--- src/verilog/pipe_pkg.sv ---
/*
  Pipeline types for the trace unit
  Stage encoding of a tracked slot and the per-cycle event that the
  five-stage core presents to the tracker
*/
package pipe_pkg;

  // Stage held by a tracked instruction slot
  typedef enum logic [2:0] {
    EMPTY,      // No instruction in the slot
    FETCH,
    DECODE,
    EXECUTE,
    MEMORY,
    WRITEBACK
  } stage_t;

  // Core event presented each cycle (67 bits)
  typedef struct packed {
    logic        fetch_valid;  // New instruction in IF this cycle
    logic [31:0] pc;           // PC of the new instruction
    logic [31:0] instr;        // Instruction word
    logic        stall;        // IF and ID hold, bubble into EX
    logic        flush;        // Squash whatever sits in ID
  } stage_evt_t;

endpackage

--- src/verilog/trace_pkg.sv ---
/*
  Trace record types
  Record built per exiting instruction, the 32-bit header layout, the
  link word read as header or raw payload, and the credit link itself
*/
package trace_pkg;

  // How the instruction left the pipeline, zero is never a valid kind
  typedef enum logic [1:0] {
    RETIRED  = 2'b01,
    SQUASHED = 2'b10
  } exit_kind_t;

  // Record from tracker to FIFO, drop count is added in the FIFO
  typedef struct packed {
    exit_kind_t  kind;
    logic [5:0]  if_stalls;  // Saturating
    logic [5:0]  id_stalls;  // Saturating
    logic [9:0]  latency;    // Fetch to exit, saturating
    logic [31:0] pc;
    logic [31:0] instr;
  } trace_rec_t;

  // First word of every record on the link
  typedef struct packed {
    exit_kind_t  kind;       // [31:30]
    logic [5:0]  if_stalls;  // [29:24]
    logic [5:0]  id_stalls;  // [23:18]
    logic [7:0]  drops;      // [17:10] records lost before this one
    logic [9:0]  latency;    // [9:0]
  } trace_hdr_t;

  // One link word, decoded as header or as pc/instr payload
  typedef union packed {
    trace_hdr_t  hdr;
    logic [31:0] raw;
  } trace_word_u;

  // Credit link toward the sink
  typedef struct packed {
    logic        valid;
    logic        last;       // Set on the instr word only
    trace_word_u word;
  } trace_link_t;

endpackage

--- src/verilog/pipe_stage_tracker.sv ---
/*
  Pipeline stage tracker
  Follows every instruction through IF, ID, EX, MEM and WB from the core's
  stall and flush events and emits one record per instruction that leaves,
  retired from WB or squashed in ID, at most one record per cycle
*/
module pipe_stage_tracker (
  input  logic                  clk,
  input  logic                  rst_n,
  input  pipe_pkg::stage_evt_t  evt,
  output logic                  rec_valid,
  output trace_pkg::trace_rec_t rec
);

  localparam int STAMP_W    = 16;              // Wider than latency so it can saturate
  localparam int SIDE_DEPTH = 3;               // ID..WB occupancy caps the exit backlog at 3
  localparam int POOL_N     = SIDE_DEPTH + 2;  // Backlog plus retire plus squash

  // One tracked instruction
  typedef struct packed {
    pipe_pkg::stage_t   stage;      // EMPTY when unused
    logic [31:0]        pc;
    logic [31:0]        instr;
    logic [STAMP_W-1:0] stamp;      // Cycle of fetch_valid
    logic [5:0]         if_stalls;
    logic [5:0]         id_stalls;
  } slot_t;

  slot_t              if_q, id_q, ex_q, mem_q, wb_q;  // One slot per stage
  slot_t              if_cur;                          // IF content this cycle
  logic [STAMP_W-1:0] cycle_q;                         // Free-running cycle stamp

  logic                  ret_hit, sq_hit;
  trace_pkg::trace_rec_t ret_rec, sq_rec;

  trace_pkg::trace_rec_t side_q [SIDE_DEPTH];  // Exits waiting for the record port
  trace_pkg::trace_rec_t side_d [SIDE_DEPTH];
  trace_pkg::trace_rec_t pool   [POOL_N];      // Pending exits in exit order
  logic [2:0]            side_cnt_q, side_cnt_d;
  logic [2:0]            pool_cnt;
  logic                  out_hit;
  trace_pkg::trace_rec_t out_rec;

  // Advance a slot, an empty slot stays empty
  function automatic slot_t move(slot_t s, pipe_pkg::stage_t st);
    slot_t r;
    r = s;
    if (s.stage != pipe_pkg::EMPTY)
      r.stage = st;
    return r;
  endfunction

  function automatic logic [5:0] sat_inc6(logic [5:0] v);
    return (v == 6'h3f) ? v : v + 6'd1;
  endfunction

  function automatic trace_pkg::trace_rec_t make_rec(slot_t s, trace_pkg::exit_kind_t k,
                                                     logic [STAMP_W-1:0] now);
    trace_pkg::trace_rec_t r;
    logic [STAMP_W-1:0]    age;
    age         = now - s.stamp;                 // Wraps cleanly in modulo arithmetic
    r.kind      = k;
    r.if_stalls = s.if_stalls;
    r.id_stalls = s.id_stalls;
    r.latency   = (age > STAMP_W'(1023)) ? 10'h3ff : age[9:0];
    r.pc        = s.pc;
    r.instr     = s.instr;
    return r;
  endfunction

  //////////////////////////////////////////////////
  // Slot movement
  //////////////////////////////////////////////////

  // A new fetch lands in IF on the cycle it is presented
  always_comb begin
    if_cur = if_q;
    if (evt.fetch_valid) begin
      if_cur       = '0;
      if_cur.stage = pipe_pkg::FETCH;
      if_cur.pc    = evt.pc;
      if_cur.instr = evt.instr;
      if_cur.stamp = cycle_q;
    end
  end

  always_ff @(posedge clk or negedge rst_n) begin
    if (!rst_n) begin
      if_q    <= '0;
      id_q    <= '0;
      ex_q    <= '0;
      mem_q   <= '0;
      wb_q    <= '0;
      cycle_q <= '0;
    end else begin
      cycle_q <= cycle_q + 1'b1;
      wb_q    <= move(mem_q, pipe_pkg::WRITEBACK);  // Back end never stalls
      mem_q   <= move(ex_q, pipe_pkg::MEMORY);
      if (evt.stall || evt.flush)
        ex_q <= '0;                                 // Bubble into EX
      else
        ex_q <= move(id_q, pipe_pkg::EXECUTE);
      if (!evt.stall) begin
        id_q <= move(if_cur, pipe_pkg::DECODE);
        if_q <= '0;
      end else begin
        if_q <= if_cur;                             // IF holds, charge one stall
        if (if_cur.stage != pipe_pkg::EMPTY)
          if_q.if_stalls <= sat_inc6(if_cur.if_stalls);
        if (evt.flush)
          id_q <= '0;                               // Flush wins over stall in ID
        else if (id_q.stage != pipe_pkg::EMPTY)
          id_q.id_stalls <= sat_inc6(id_q.id_stalls);
      end
    end
  end

  //////////////////////////////////////////////////
  // Exit records
  //////////////////////////////////////////////////

  assign ret_hit = (wb_q.stage != pipe_pkg::EMPTY);              // Leaves WB this cycle
  assign sq_hit  = evt.flush && (id_q.stage != pipe_pkg::EMPTY);
  assign ret_rec = make_rec(wb_q, trace_pkg::RETIRED, cycle_q);
  assign sq_rec  = make_rec(id_q, trace_pkg::SQUASHED, cycle_q);

  // Older backlog first, then retire, then squash of the same cycle
  always_comb begin
    for (int i = 0; i < POOL_N; i++)
      pool[i] = '0;
    for (int i = 0; i < SIDE_DEPTH; i++)
      pool[i] = side_q[i];
    pool_cnt = side_cnt_q;
    if (ret_hit) begin
      pool[pool_cnt] = ret_rec;
      pool_cnt       = pool_cnt + 3'd1;
    end
    if (sq_hit) begin
      pool[pool_cnt] = sq_rec;
      pool_cnt       = pool_cnt + 3'd1;
    end
    out_hit    = (pool_cnt != 3'd0);
    out_rec    = pool[0];                                        // Head of the backlog
    side_cnt_d = out_hit ? pool_cnt - 3'd1 : 3'd0;
    for (int i = 0; i < SIDE_DEPTH; i++)
      side_d[i] = pool[i+1];                                     // Shift the rest down
  end

  always_ff @(posedge clk or negedge rst_n) begin
    if (!rst_n) begin
      side_cnt_q <= '0;
      rec_valid  <= 1'b0;
    end else begin
      side_cnt_q <= side_cnt_d;
      rec_valid  <= out_hit;                                     // One cycle after exit
    end
  end

  always_ff @(posedge clk) begin
    rec <= out_rec;
    for (int i = 0; i < SIDE_DEPTH; i++)
      side_q[i] <= side_d[i];
  end

  // IF only stays occupied after a stall, so the core must not fetch over it
  a_no_fetch_into_held_if: assert property (@(posedge clk) disable iff (!rst_n)
    evt.fetch_valid |-> (if_q.stage == pipe_pkg::EMPTY));

  // Backlog must fit, otherwise an exit record is lost
  a_side_no_overflow: assert property (@(posedge clk) disable iff (!rst_n)
    side_cnt_d <= 3'(SIDE_DEPTH));

endmodule

--- src/verilog/trace_record_fifo.sv ---
/*
  Trace record FIFO
  Circular buffer of whole records with a first-word-fall-through head;
  records arriving while full are discarded and counted
*/
module trace_record_fifo #(
  parameter int FIFO_DEPTH = 8
) (
  input  logic                  clk,
  input  logic                  rst_n,
  input  logic                  rec_valid,
  input  trace_pkg::trace_rec_t rec,
  input  logic                  pop,
  output logic                  head_valid,
  output trace_pkg::trace_rec_t head,
  output logic [7:0]            head_drops
);

  localparam int PTR_W = (FIFO_DEPTH > 1) ? $clog2(FIFO_DEPTH) : 1;
  localparam int CNT_W = $clog2(FIFO_DEPTH + 1);

  // Stored entry, drops taken at push time
  typedef struct packed {
    logic [7:0]            drops;
    trace_pkg::trace_rec_t rec;
  } entry_t;

  entry_t           mem [FIFO_DEPTH];
  logic [PTR_W-1:0] wr_ptr, rd_ptr;
  logic [CNT_W-1:0] count;
  logic [7:0]       drop_cnt;      // Discards since last accepted push
  logic             full;
  logic             push_ok, push_drop;

  function automatic logic [PTR_W-1:0] ptr_inc(logic [PTR_W-1:0] p);
    return (p == PTR_W'(FIFO_DEPTH - 1)) ? '0 : p + 1'b1;
  endfunction

  assign full      = (count == CNT_W'(FIFO_DEPTH));
  assign push_ok   = rec_valid && !full;
  assign push_drop = rec_valid && full;   // Full on push, record lost

  always_ff @(posedge clk or negedge rst_n) begin
    if (!rst_n) begin
      wr_ptr   <= '0;
      rd_ptr   <= '0;
      count    <= '0;
      drop_cnt <= '0;
    end else begin
      if (push_ok)
        wr_ptr <= ptr_inc(wr_ptr);
      if (pop)
        rd_ptr <= ptr_inc(rd_ptr);
      count <= count + CNT_W'(push_ok) - CNT_W'(pop);
      if (push_ok)
        drop_cnt <= '0;                   // Accepted record carries the old value
      else if (push_drop && (drop_cnt != 8'hff))
        drop_cnt <= drop_cnt + 8'd1;      // Saturating
    end
  end

  always_ff @(posedge clk) begin
    if (push_ok)
      mem[wr_ptr] <= '{drops: drop_cnt, rec: rec};
  end

  // Head shows the oldest entry, valid one cycle after its push
  assign head_valid = (count != '0);
  assign head       = mem[rd_ptr].rec;
  assign head_drops = mem[rd_ptr].drops;

  // Serializer may only take a record that is present
  a_no_pop_empty: assert property (@(posedge clk) disable iff (!rst_n)
    pop |-> head_valid);

endmodule

--- src/verilog/trace_serializer.sv ---
/*
  Trace serializer
  Sends each head record as header, pc and instr words over the credit
  link, one word per cycle and only while a credit is held
*/
module trace_serializer #(
  parameter int LINK_CREDITS = 4
) (
  input  logic                   clk,
  input  logic                   rst_n,
  input  logic                   head_valid,
  input  trace_pkg::trace_rec_t  head,
  input  logic [7:0]             head_drops,
  output logic                   pop,
  input  logic                   credit_ret,
  output trace_pkg::trace_link_t link
);

  localparam int CRD_W = $clog2(LINK_CREDITS + 1);

  // Word of the current record to send next
  typedef enum logic [1:0] {
    W_HDR,
    W_PC,
    W_INSTR
  } wsel_t;

  wsel_t                  wsel_q;
  logic [CRD_W-1:0]       credits_q;  // Words the sink can still take
  logic                   send;
  trace_pkg::trace_word_u word;
  logic                   valid_q;
  logic                   last_q;
  trace_pkg::trace_word_u word_q;

  assign send = head_valid && (credits_q != '0);
  assign pop  = send && (wsel_q == W_INSTR);     // Record done with its last word

  //////////////////////////////////////////////////
  // Word build
  //////////////////////////////////////////////////

  always_comb begin
    word = '0;
    case (wsel_q)
      W_HDR: begin
        word.hdr.kind      = head.kind;          // Header view of the union
        word.hdr.if_stalls = head.if_stalls;
        word.hdr.id_stalls = head.id_stalls;
        word.hdr.drops     = head_drops;
        word.hdr.latency   = head.latency;
      end
      W_PC:    word.raw = head.pc;               // Raw payload view
      default: word.raw = head.instr;
    endcase
  end

  //////////////////////////////////////////////////
  // Word counter and credits
  //////////////////////////////////////////////////

  always_ff @(posedge clk or negedge rst_n) begin
    if (!rst_n) begin
      wsel_q    <= W_HDR;
      credits_q <= CRD_W'(LINK_CREDITS);         // Full credit after reset
      valid_q   <= 1'b0;
    end else begin
      valid_q   <= send;
      credits_q <= credits_q + CRD_W'(credit_ret) - CRD_W'(send);
      if (send) begin
        case (wsel_q)
          W_HDR:   wsel_q <= W_PC;
          W_PC:    wsel_q <= W_INSTR;
          default: wsel_q <= W_HDR;
        endcase
      end
    end
  end

  // Payload holds between sends
  always_ff @(posedge clk) begin
    if (send) begin
      last_q <= (wsel_q == W_INSTR);
      word_q <= word;
    end
  end

  assign link = '{valid: valid_q, last: last_q, word: word_q};

  // Sink returns no more credits than it was given
  a_credit_bound: assert property (@(posedge clk) disable iff (!rst_n)
    credits_q <= CRD_W'(LINK_CREDITS));

endmodule

--- src/verilog/trace_unit_top.sv ---
/*
  Trace unit top
  Stage tracker feeding the record FIFO, drained by the link serializer
*/
module trace_unit_top #(
  parameter int FIFO_DEPTH   = 8,  // Records
  parameter int LINK_CREDITS = 4   // Words
) (
  input  logic                   clk,
  input  logic                   rst_n,
  input  pipe_pkg::stage_evt_t   evt,
  input  logic                   credit_ret,
  output trace_pkg::trace_link_t link
);

  logic                  rec_valid;   // Tracker to FIFO, no back-pressure
  trace_pkg::trace_rec_t rec;
  logic                  head_valid;  // FIFO head to serializer
  trace_pkg::trace_rec_t head;
  logic [7:0]            head_drops;
  logic                  pop;

  pipe_stage_tracker i_tracker (
    .clk       (clk),
    .rst_n     (rst_n),
    .evt       (evt),
    .rec_valid (rec_valid),
    .rec       (rec)
  );

  trace_record_fifo #(
    .FIFO_DEPTH (FIFO_DEPTH)
  ) i_fifo (
    .clk        (clk),
    .rst_n      (rst_n),
    .rec_valid  (rec_valid),
    .rec        (rec),
    .pop        (pop),
    .head_valid (head_valid),
    .head       (head),
    .head_drops (head_drops)
  );

  trace_serializer #(
    .LINK_CREDITS (LINK_CREDITS)
  ) i_ser (
    .clk        (clk),
    .rst_n      (rst_n),
    .head_valid (head_valid),
    .head       (head),
    .head_drops (head_drops),
    .pop        (pop),
    .credit_ret (credit_ret),
    .link       (link)
  );

endmodule
--- config.mk ---
export PLATFORM = sky130hd
export DESIGN_NAME = trace_unit_top
export DESIGN_NICKNAME = d
export VERILOG_FILES = /design/src/verilog/pipe_pkg.sv /design/src/verilog/trace_pkg.sv /design/src/verilog/pipe_stage_tracker.sv /design/src/verilog/trace_record_fifo.sv /design/src/verilog/trace_serializer.sv /design/src/verilog/trace_unit_top.sv
export SDC_FILE = /design/constraint.sdc
export NUM_CORES = 2
export LEC_CHECK = 0
export ABC_AREA = 1
export BUFFER_PORTS_ARGS = -buffer_cell sky130_fd_sc_hd__buf_2
export CAP_MARGIN = 0
export CORE_ASPECT_RATIO = 1.1
export CORE_UTILIZATION = 30
export DETAILED_ROUTE_END_ITERATION = 16
export PLACE_DENSITY = 0.51
export SETUP_SLACK_MARGIN = 0.1
export SLEW_MARGIN = 5
export SYNTH_ARGS = -nofsm -noshare
export SYNTH_HDL_FRONTEND = slang
export SYNTH_SLANG_ARGS = --single-unit
--- constraint.sdc ---
create_clock -name clk -period 5.4 [get_ports clk]
set_clock_uncertainty 0.2 [all_clocks]
set_input_delay 0.54 -clock clk [delete_from_list [all_inputs] [get_ports clk]]
set_output_delay 0.54 -clock clk [all_outputs]
set_load 0.005 [all_outputs]
==> report_table.html <==
<table>
<tr><th>Metric</th><th>Value</th></tr>
<tr><th colspan="2">Worst setup path</th></tr>
<tr><td>Critical Path Fanout Max</td><td>49</td></tr>
<tr><td>Capturing element type of the critical path</td><td>register</td></tr>
<tr><td>Critical Setup Path Class</td><td>register to register</td></tr>
<tr><td>CP arrival</td><td>3.64 ns</td></tr>
<tr><td>Setup slack, reg-to-reg</td><td>2.01 ns</td></tr>
<tr><td>Crit start category</td><td>register</td></tr>
<tr><td>Critical path data required time</td><td>5.65 ns</td></tr>
<tr><th colspan="2">Routing</th></tr>
<tr><td>Residual antenna-violating net count after detailed routing</td><td>0</td></tr>
<tr><td>Total number of vias</td><td>40,900</td></tr>
<tr><td>Average vias per placed instance</td><td>4.81</td></tr>
<tr><td>Met3 Wirelength</td><td>7510 um</td></tr>
<tr><td>Aggregate routed wire length</td><td>165,000 um</td></tr>
<tr><td>Pre-Repair DR Iteration Count</td><td>6</td></tr>
<tr><td>Met2 wirelength from detailed routing</td><td>78,300 um</td></tr>
<tr><td>First-iteration detailed-routing DRC count</td><td>2,938</td></tr>
<tr><td>Met1 layer wirelength in the final routing</td><td>75,300 um</td></tr>
<tr><td>Uppermost metal layer occupied by signal nets</td><td>met5</td></tr>
<tr><td>Routed wirelength normalized by instance count</td><td>19.4 um</td></tr>
<tr><td>Number of design rule violations left after detail routing</td><td>0</td></tr>
<tr><th colspan="2">Final layout</th></tr>
<tr><td>Fraction of final layout cells with drive strength greater than 1</td><td>8.41%</td></tr>
<tr><td>Net count, final</td><td>5,720</td></tr>
<tr><td>Area growth from synthesis to layout</td><td>15.7%</td></tr>
<tr><td>Multi-input combinational cell area</td><td>0.0161 mm2</td></tr>
<tr><td>Post-Route Utilization</td><td>35.1%</td></tr>
<tr><td>Non-Filler Cell Area, Final</td><td>0.0728 mm2</td></tr>
<tr><td>Filler Cell Count</td><td>20,500</td></tr>
<tr><td>Sequential cell area</td><td>0.0441 mm2</td></tr>
<tr><td>Commonest non-fill, non-tap cell in the layout</td><td>sky130_fd_sc_hd__edfxtp_1</td></tr>
<tr><td>Top library cells by usage in the layout, fill and taps aside</td><td>sky130_fd_sc_hd__edfxtp_1 (801), sky130_fd_sc_hd__nand2_1 (742), sky130_fd_sc_hd__nor2_1 (660)</td></tr>
<tr><th colspan="2">Placement</th></tr>
<tr><td>Post-Place Cell Area</td><td>0.0663 mm2</td></tr>
<tr><td>Number of input and output port buffers inserted</td><td>103</td></tr>
<tr><td>Half-perimeter wire length after placement</td><td>94,900 um</td></tr>
<tr><td>Weighted congestion at the end of routability-driven global placement</td><td>0.802</td></tr>
<tr><th colspan="2">Power and ir drop</th></tr>
<tr><td>Cell internal pwr</td><td>0.0260 W</td></tr>
<tr><td>IR drop worst, VDD</td><td>0.508 mV</td></tr>
<tr><td>Cell Pwr Density</td><td>536 mW/mm2</td></tr>
<tr><td>Gate power share</td><td>23.3%</td></tr>
<tr><td>Switching share of power</td><td>33.4%</td></tr>
<tr><td>Proportion of power drawn by flip-flops and latches</td><td>45.6%</td></tr>
<tr><td>Switching power</td><td>0.0130 W</td></tr>
<tr><td>Clock Power Share</td><td>31.1%</td></tr>
<tr><td>Reported leakage power</td><td>27.5 nW</td></tr>
<tr><th colspan="2">STA</th></tr>
<tr><td>Time the final worst path needs with I/O delays and setup</td><td>3.39 ns</td></tr>
<tr><td>Final hold violation count</td><td>0</td></tr>
<tr><td>Count of final max-slew check failures</td><td>0</td></tr>
<tr><td>Final setup viols</td><td>0</td></tr>
<tr><td>Maximum clock rate</td><td>0.295 GHz</td></tr>
<tr><td>Final period util</td><td>62.7%</td></tr>
<tr><td>Worst slew margin relative to its limit</td><td>6.51%</td></tr>
<tr><td>Unrepaired setup endpoints after global routing</td><td>false</td></tr>
<tr><td>Worst slew pin tran</td><td>1.40 ns</td></tr>
<tr><th colspan="2">Logic synthesis</th></tr>
<tr><td>Most used flip-flop cell after synthesis</td><td>sky130_fd_sc_hd__edfxtp_1</td></tr>
<tr><td>Part of the Yosys area used for sequential elements</td><td>70.1%</td></tr>
<tr><td>Number of distinct library cells after synthesis</td><td>48</td></tr>
<tr><td>Synthesized cell area</td><td>0.0629 mm2</td></tr>
<tr><td>Main combinational cell family by area after synthesis</td><td>compound AO/OA/AOI/OAI gates</td></tr>
<tr><td>Fraction of the mapped netlist area in adder cells</td><td>1.16%</td></tr>
<tr><td>Total of flip-flops plus latches after synthesis</td><td>1,672</td></tr>
<tr><td>Synth Area in Simple Gates</td><td>9.91%</td></tr>
<tr><td>Mux cell area share after synthesis</td><td>1.10%</td></tr>
<tr><td>Post-synthesis compound-gate area fraction</td><td>12.7%</td></tr>
<tr><td>Gate count after technology mapping</td><td>5,520</td></tr>
<tr><td>Share of synthesized flip-flops with an asynchronous set or reset</td><td>31.0%</td></tr>
<tr><td>Synthesized area divided by synthesized cell count</td><td>11.4 um2</td></tr>
<tr><td>Yosys warns</td><td>0</td></tr>
<tr><td>Number of flops mapped to enable cells by yosys</td><td>801</td></tr>
<tr><td>Xor/xnor share of the synthesized area</td><td>0.583%</td></tr>
<tr><th colspan="2">GRT</th></tr>
<tr><td>Total global routing track utilization</td><td>15.5%</td></tr>
<tr><td>Number of global-route vias before repair</td><td>39,900</td></tr>
<tr><td>Initial antenna violation count</td><td>11</td></tr>
<tr><td>Maximum number of pins on one net before global-route repair</td><td>209</td></tr>
<tr><td>Global-route wire length before repair</td><td>251,000 um</td></tr>
<tr><td>Overflow left after global routing</td><td>0</td></tr>
<tr><th colspan="2">CTS</th></tr>
<tr><td>Hold buffer count at CTS</td><td>67</td></tr>
<tr><td>Clock edge transition at the registers on the reported setup and hold paths</td><td>0.06 ns</td></tr>
<tr><td>Clock Tree Root</td><td>sky130_fd_sc_hd__clkbuf_16</td></tr>
<tr><td>Maximum count of clock buffers along a single path</td><td>3</td></tr>
<tr><td>Post-CTS Setup Repair Bufs</td><td>0</td></tr>
<tr><td>Number of cells upsized or downsized after cts</td><td>0</td></tr>
<tr><td>Clock network latency to the later pin of the worst-skew pair</td><td>0.81 ns</td></tr>
<tr><td>Sink count of the clock tree</td><td>1,672</td></tr>
<tr><td>Number of buffers added by the clock tree synthesis step</td><td>175</td></tr>
<tr><td>CTS tree</td><td>built</td></tr>
<tr><td>Htree depth</td><td>4</td></tr>
<tr><th colspan="2">Floorplanning</th></tr>
<tr><td>Placeable core region</td><td>0.208 mm2</td></tr>
<tr><td>Vertical die dimension</td><td>482 um</td></tr>
<tr><td>Die area</td><td>0.212 mm2</td></tr>
<tr><td>Effective utilization at floorplan</td><td>30.3%</td></tr>
<tr><td>Placement Rows</td><td>175</td></tr>
<tr><td>Top-level port count</td><td>104</td></tr>
<tr><td>Die Width</td><td>439 um</td></tr>
<tr><th colspan="2">Run</th></tr>
<tr><td>Max Cap Viol</td><td>0</td></tr>
<tr><th colspan="2">Hold path</th></tr>
<tr><td>Worst min path class</td><td>register to register</td></tr>
<tr><th colspan="2">Outcome</th></tr>
<tr><td>Status</td><td>complete, no violations</td></tr>
</table>
-- cell usage after synthesis, types with 3 or more instances --
library cell	n	area, um2
sky130_fd_sc_hd__a21oi_1	86	430
sky130_fd_sc_hd__a31oi_1	3	18.8
sky130_fd_sc_hd__and2_1	3	18.8
sky130_fd_sc_hd__buf_1	26	97.6
sky130_fd_sc_hd__buf_2	53	265
sky130_fd_sc_hd__buf_4	5	37.5
sky130_fd_sc_hd__buf_6	17	191
sky130_fd_sc_hd__clkbuf_1	237	890
sky130_fd_sc_hd__dfrtp_1	518	13000
sky130_fd_sc_hd__dfxtp_1	352	7050
sky130_fd_sc_hd__edfxtp_1	801	24100
sky130_fd_sc_hd__fa_1	4	80.1
sky130_fd_sc_hd__ha_1	52	651
sky130_fd_sc_hd__inv_1	343	1290
sky130_fd_sc_hd__inv_2	12	45.0
sky130_fd_sc_hd__mux2i_1	69	691
sky130_fd_sc_hd__nand2_1	745	2800
sky130_fd_sc_hd__nand3_1	101	505
sky130_fd_sc_hd__nand4_1	27	169
sky130_fd_sc_hd__nor2_1	670	2510
sky130_fd_sc_hd__nor2_2	6	37.5
sky130_fd_sc_hd__nor2_4	3	33.8
sky130_fd_sc_hd__nor3_1	11	55.1
sky130_fd_sc_hd__nor3_2	4	40.0
sky130_fd_sc_hd__o211ai_1	73	548
sky130_fd_sc_hd__o21ai_0	644	3220
sky130_fd_sc_hd__o21ai_1	234	1170
sky130_fd_sc_hd__o221ai_1	118	1030
sky130_fd_sc_hd__o22ai_1	240	1500
sky130_fd_sc_hd__or2_1	3	18.8
sky130_fd_sc_hd__or3_1	3	18.8
sky130_fd_sc_hd__xnor2_1	20	175
sky130_fd_sc_hd__xor2_1	20	175
-- sequential cells by signal, indices dropped and copies added, names as in the netlist --
register and flops:
i_fifo.count 4, i_fifo.drop_cnt 8, i_fifo.mem 768, i_fifo.rd_ptr 3
i_fifo.wr_ptr 3, i_ser.credits_q 3, i_ser.last_q 1, i_ser.valid_q 1
i_ser.word_q 32, i_ser.wsel_q 2, i_tracker.cycle_q 16, i_tracker.ex_q 95
i_tracker.id_q 95, i_tracker.if_q 95, i_tracker.mem_q 95, i_tracker.rec 88
i_tracker.rec_valid 1, i_tracker.ret_rec 76, i_tracker.side_cnt_q 3, i_tracker.side_q 264
i_tracker.wb_q 19
-- worst paths after layout --
check                                    startpoint                    end  cells past startpoint
min in group asynchronous                     rst_n     i_tracker.if_q[86]                      2
worst max-delay path                i_fifo.count[2]      i_fifo.mem[2][30]                      8
worst min-delay path            i_tracker.mem_q[82]  i_tracker.ret_rec[54]                      0
worst max register to register      i_fifo.count[2]      i_fifo.mem[2][30]                      8
worst min register to register  i_tracker.mem_q[82]  i_tracker.ret_rec[54]                      0
max in group asynchronous                     rst_n       i_fifo.rd_ptr[2]                      3
-- logic make-up (layout without fill, tap and decap cells) --
group / Yosys count / count (layout)
DFF: 1672 / 1672
and+or+nand+nor: 1580 / 1580
AOI/OAI and AO/OA: 1405 / 1405
buffers and inverters: 696 / 919
muxes: 69 / 69
adders and majority gates: 56 / 56
xor gates and xnor gates: 41 / 41
other: 1 / 8
-- critical path, stage by stage, from the launching register on --
cell and delay [ns]:
sky130_fd_sc_hd__dfrtp_1 0.32, sky130_fd_sc_hd__inv_1 0.07, sky130_fd_sc_hd__ha_1 0.20, sky130_fd_sc_hd__nand3_1 0.08, sky130_fd_sc_hd__inv_1 0.06, sky130_fd_sc_hd__nor2_2 0.31, sky130_fd_sc_hd__nand2_1 0.33, sky130_fd_sc_hd__nor2_4 0.96
sky130_fd_sc_hd__buf_12 0.43
-- per-layer routing --
layer / global-route usage (%) / vias up
li1: - / 19400
met1: 21.0 / 20300
met2: 25.6 / 949
met3: 2.41 / 241
met4: 4.39 / 2
met5: 0 / -
-- through the flow --
stage / cells / hold slack (ns) / setup slack (ns) / total power, W / TNS, ns
2_1_floorplan: 5523 / 0.0444 / -0.603 / 0.0233 / -231.64
3_3_place_gp: 8093 / 0.131 / 1.79 / 0.0271 / 0
6_report: 8493 / 0.135 / 2.01 / 0.0390 / 0
5_1_grt: 8489 / 0.150 / 1.79 / 0.0411 / 0
4_1_cts: 8489 / 0.127 / 1.95 / 0.0396 / 0
3_5_place_dp: 8093 / 0.135 / 1.73 / 0.0273 / 0
-- area by class of cell --
class / count / share of cell area, %
Sequential cell: 1672 / 60.6
Multi-Input combinational cell: 3155 / 22.2
Clock buffer: 260 / 6.95
Tap cell: 2743 / 4.71
Timing Repair Buffer: 233 / 2.64
Inverter: 357 / 1.88
Clock inverter: 69 / 1.06
Antenna cell: 4 / 0.0138
-- power groups by stage --
stage | clock [W] | combinational, W | sequential, W
final | 0.0121 | 0.00911 | 0.0178
after global routing | 0.0130 | 0.0101 | 0.0181
after CTS | 0.0125 | 0.00928 | 0.0178
after detailed placement | 0 | 0.00922 | 0.0181
after global placement | 0 | 0.00910 | 0.0180
after floorplan | 0 | 0.00570 | 0.0176
No activity file was read; power rests on OpenSTA's default activity.
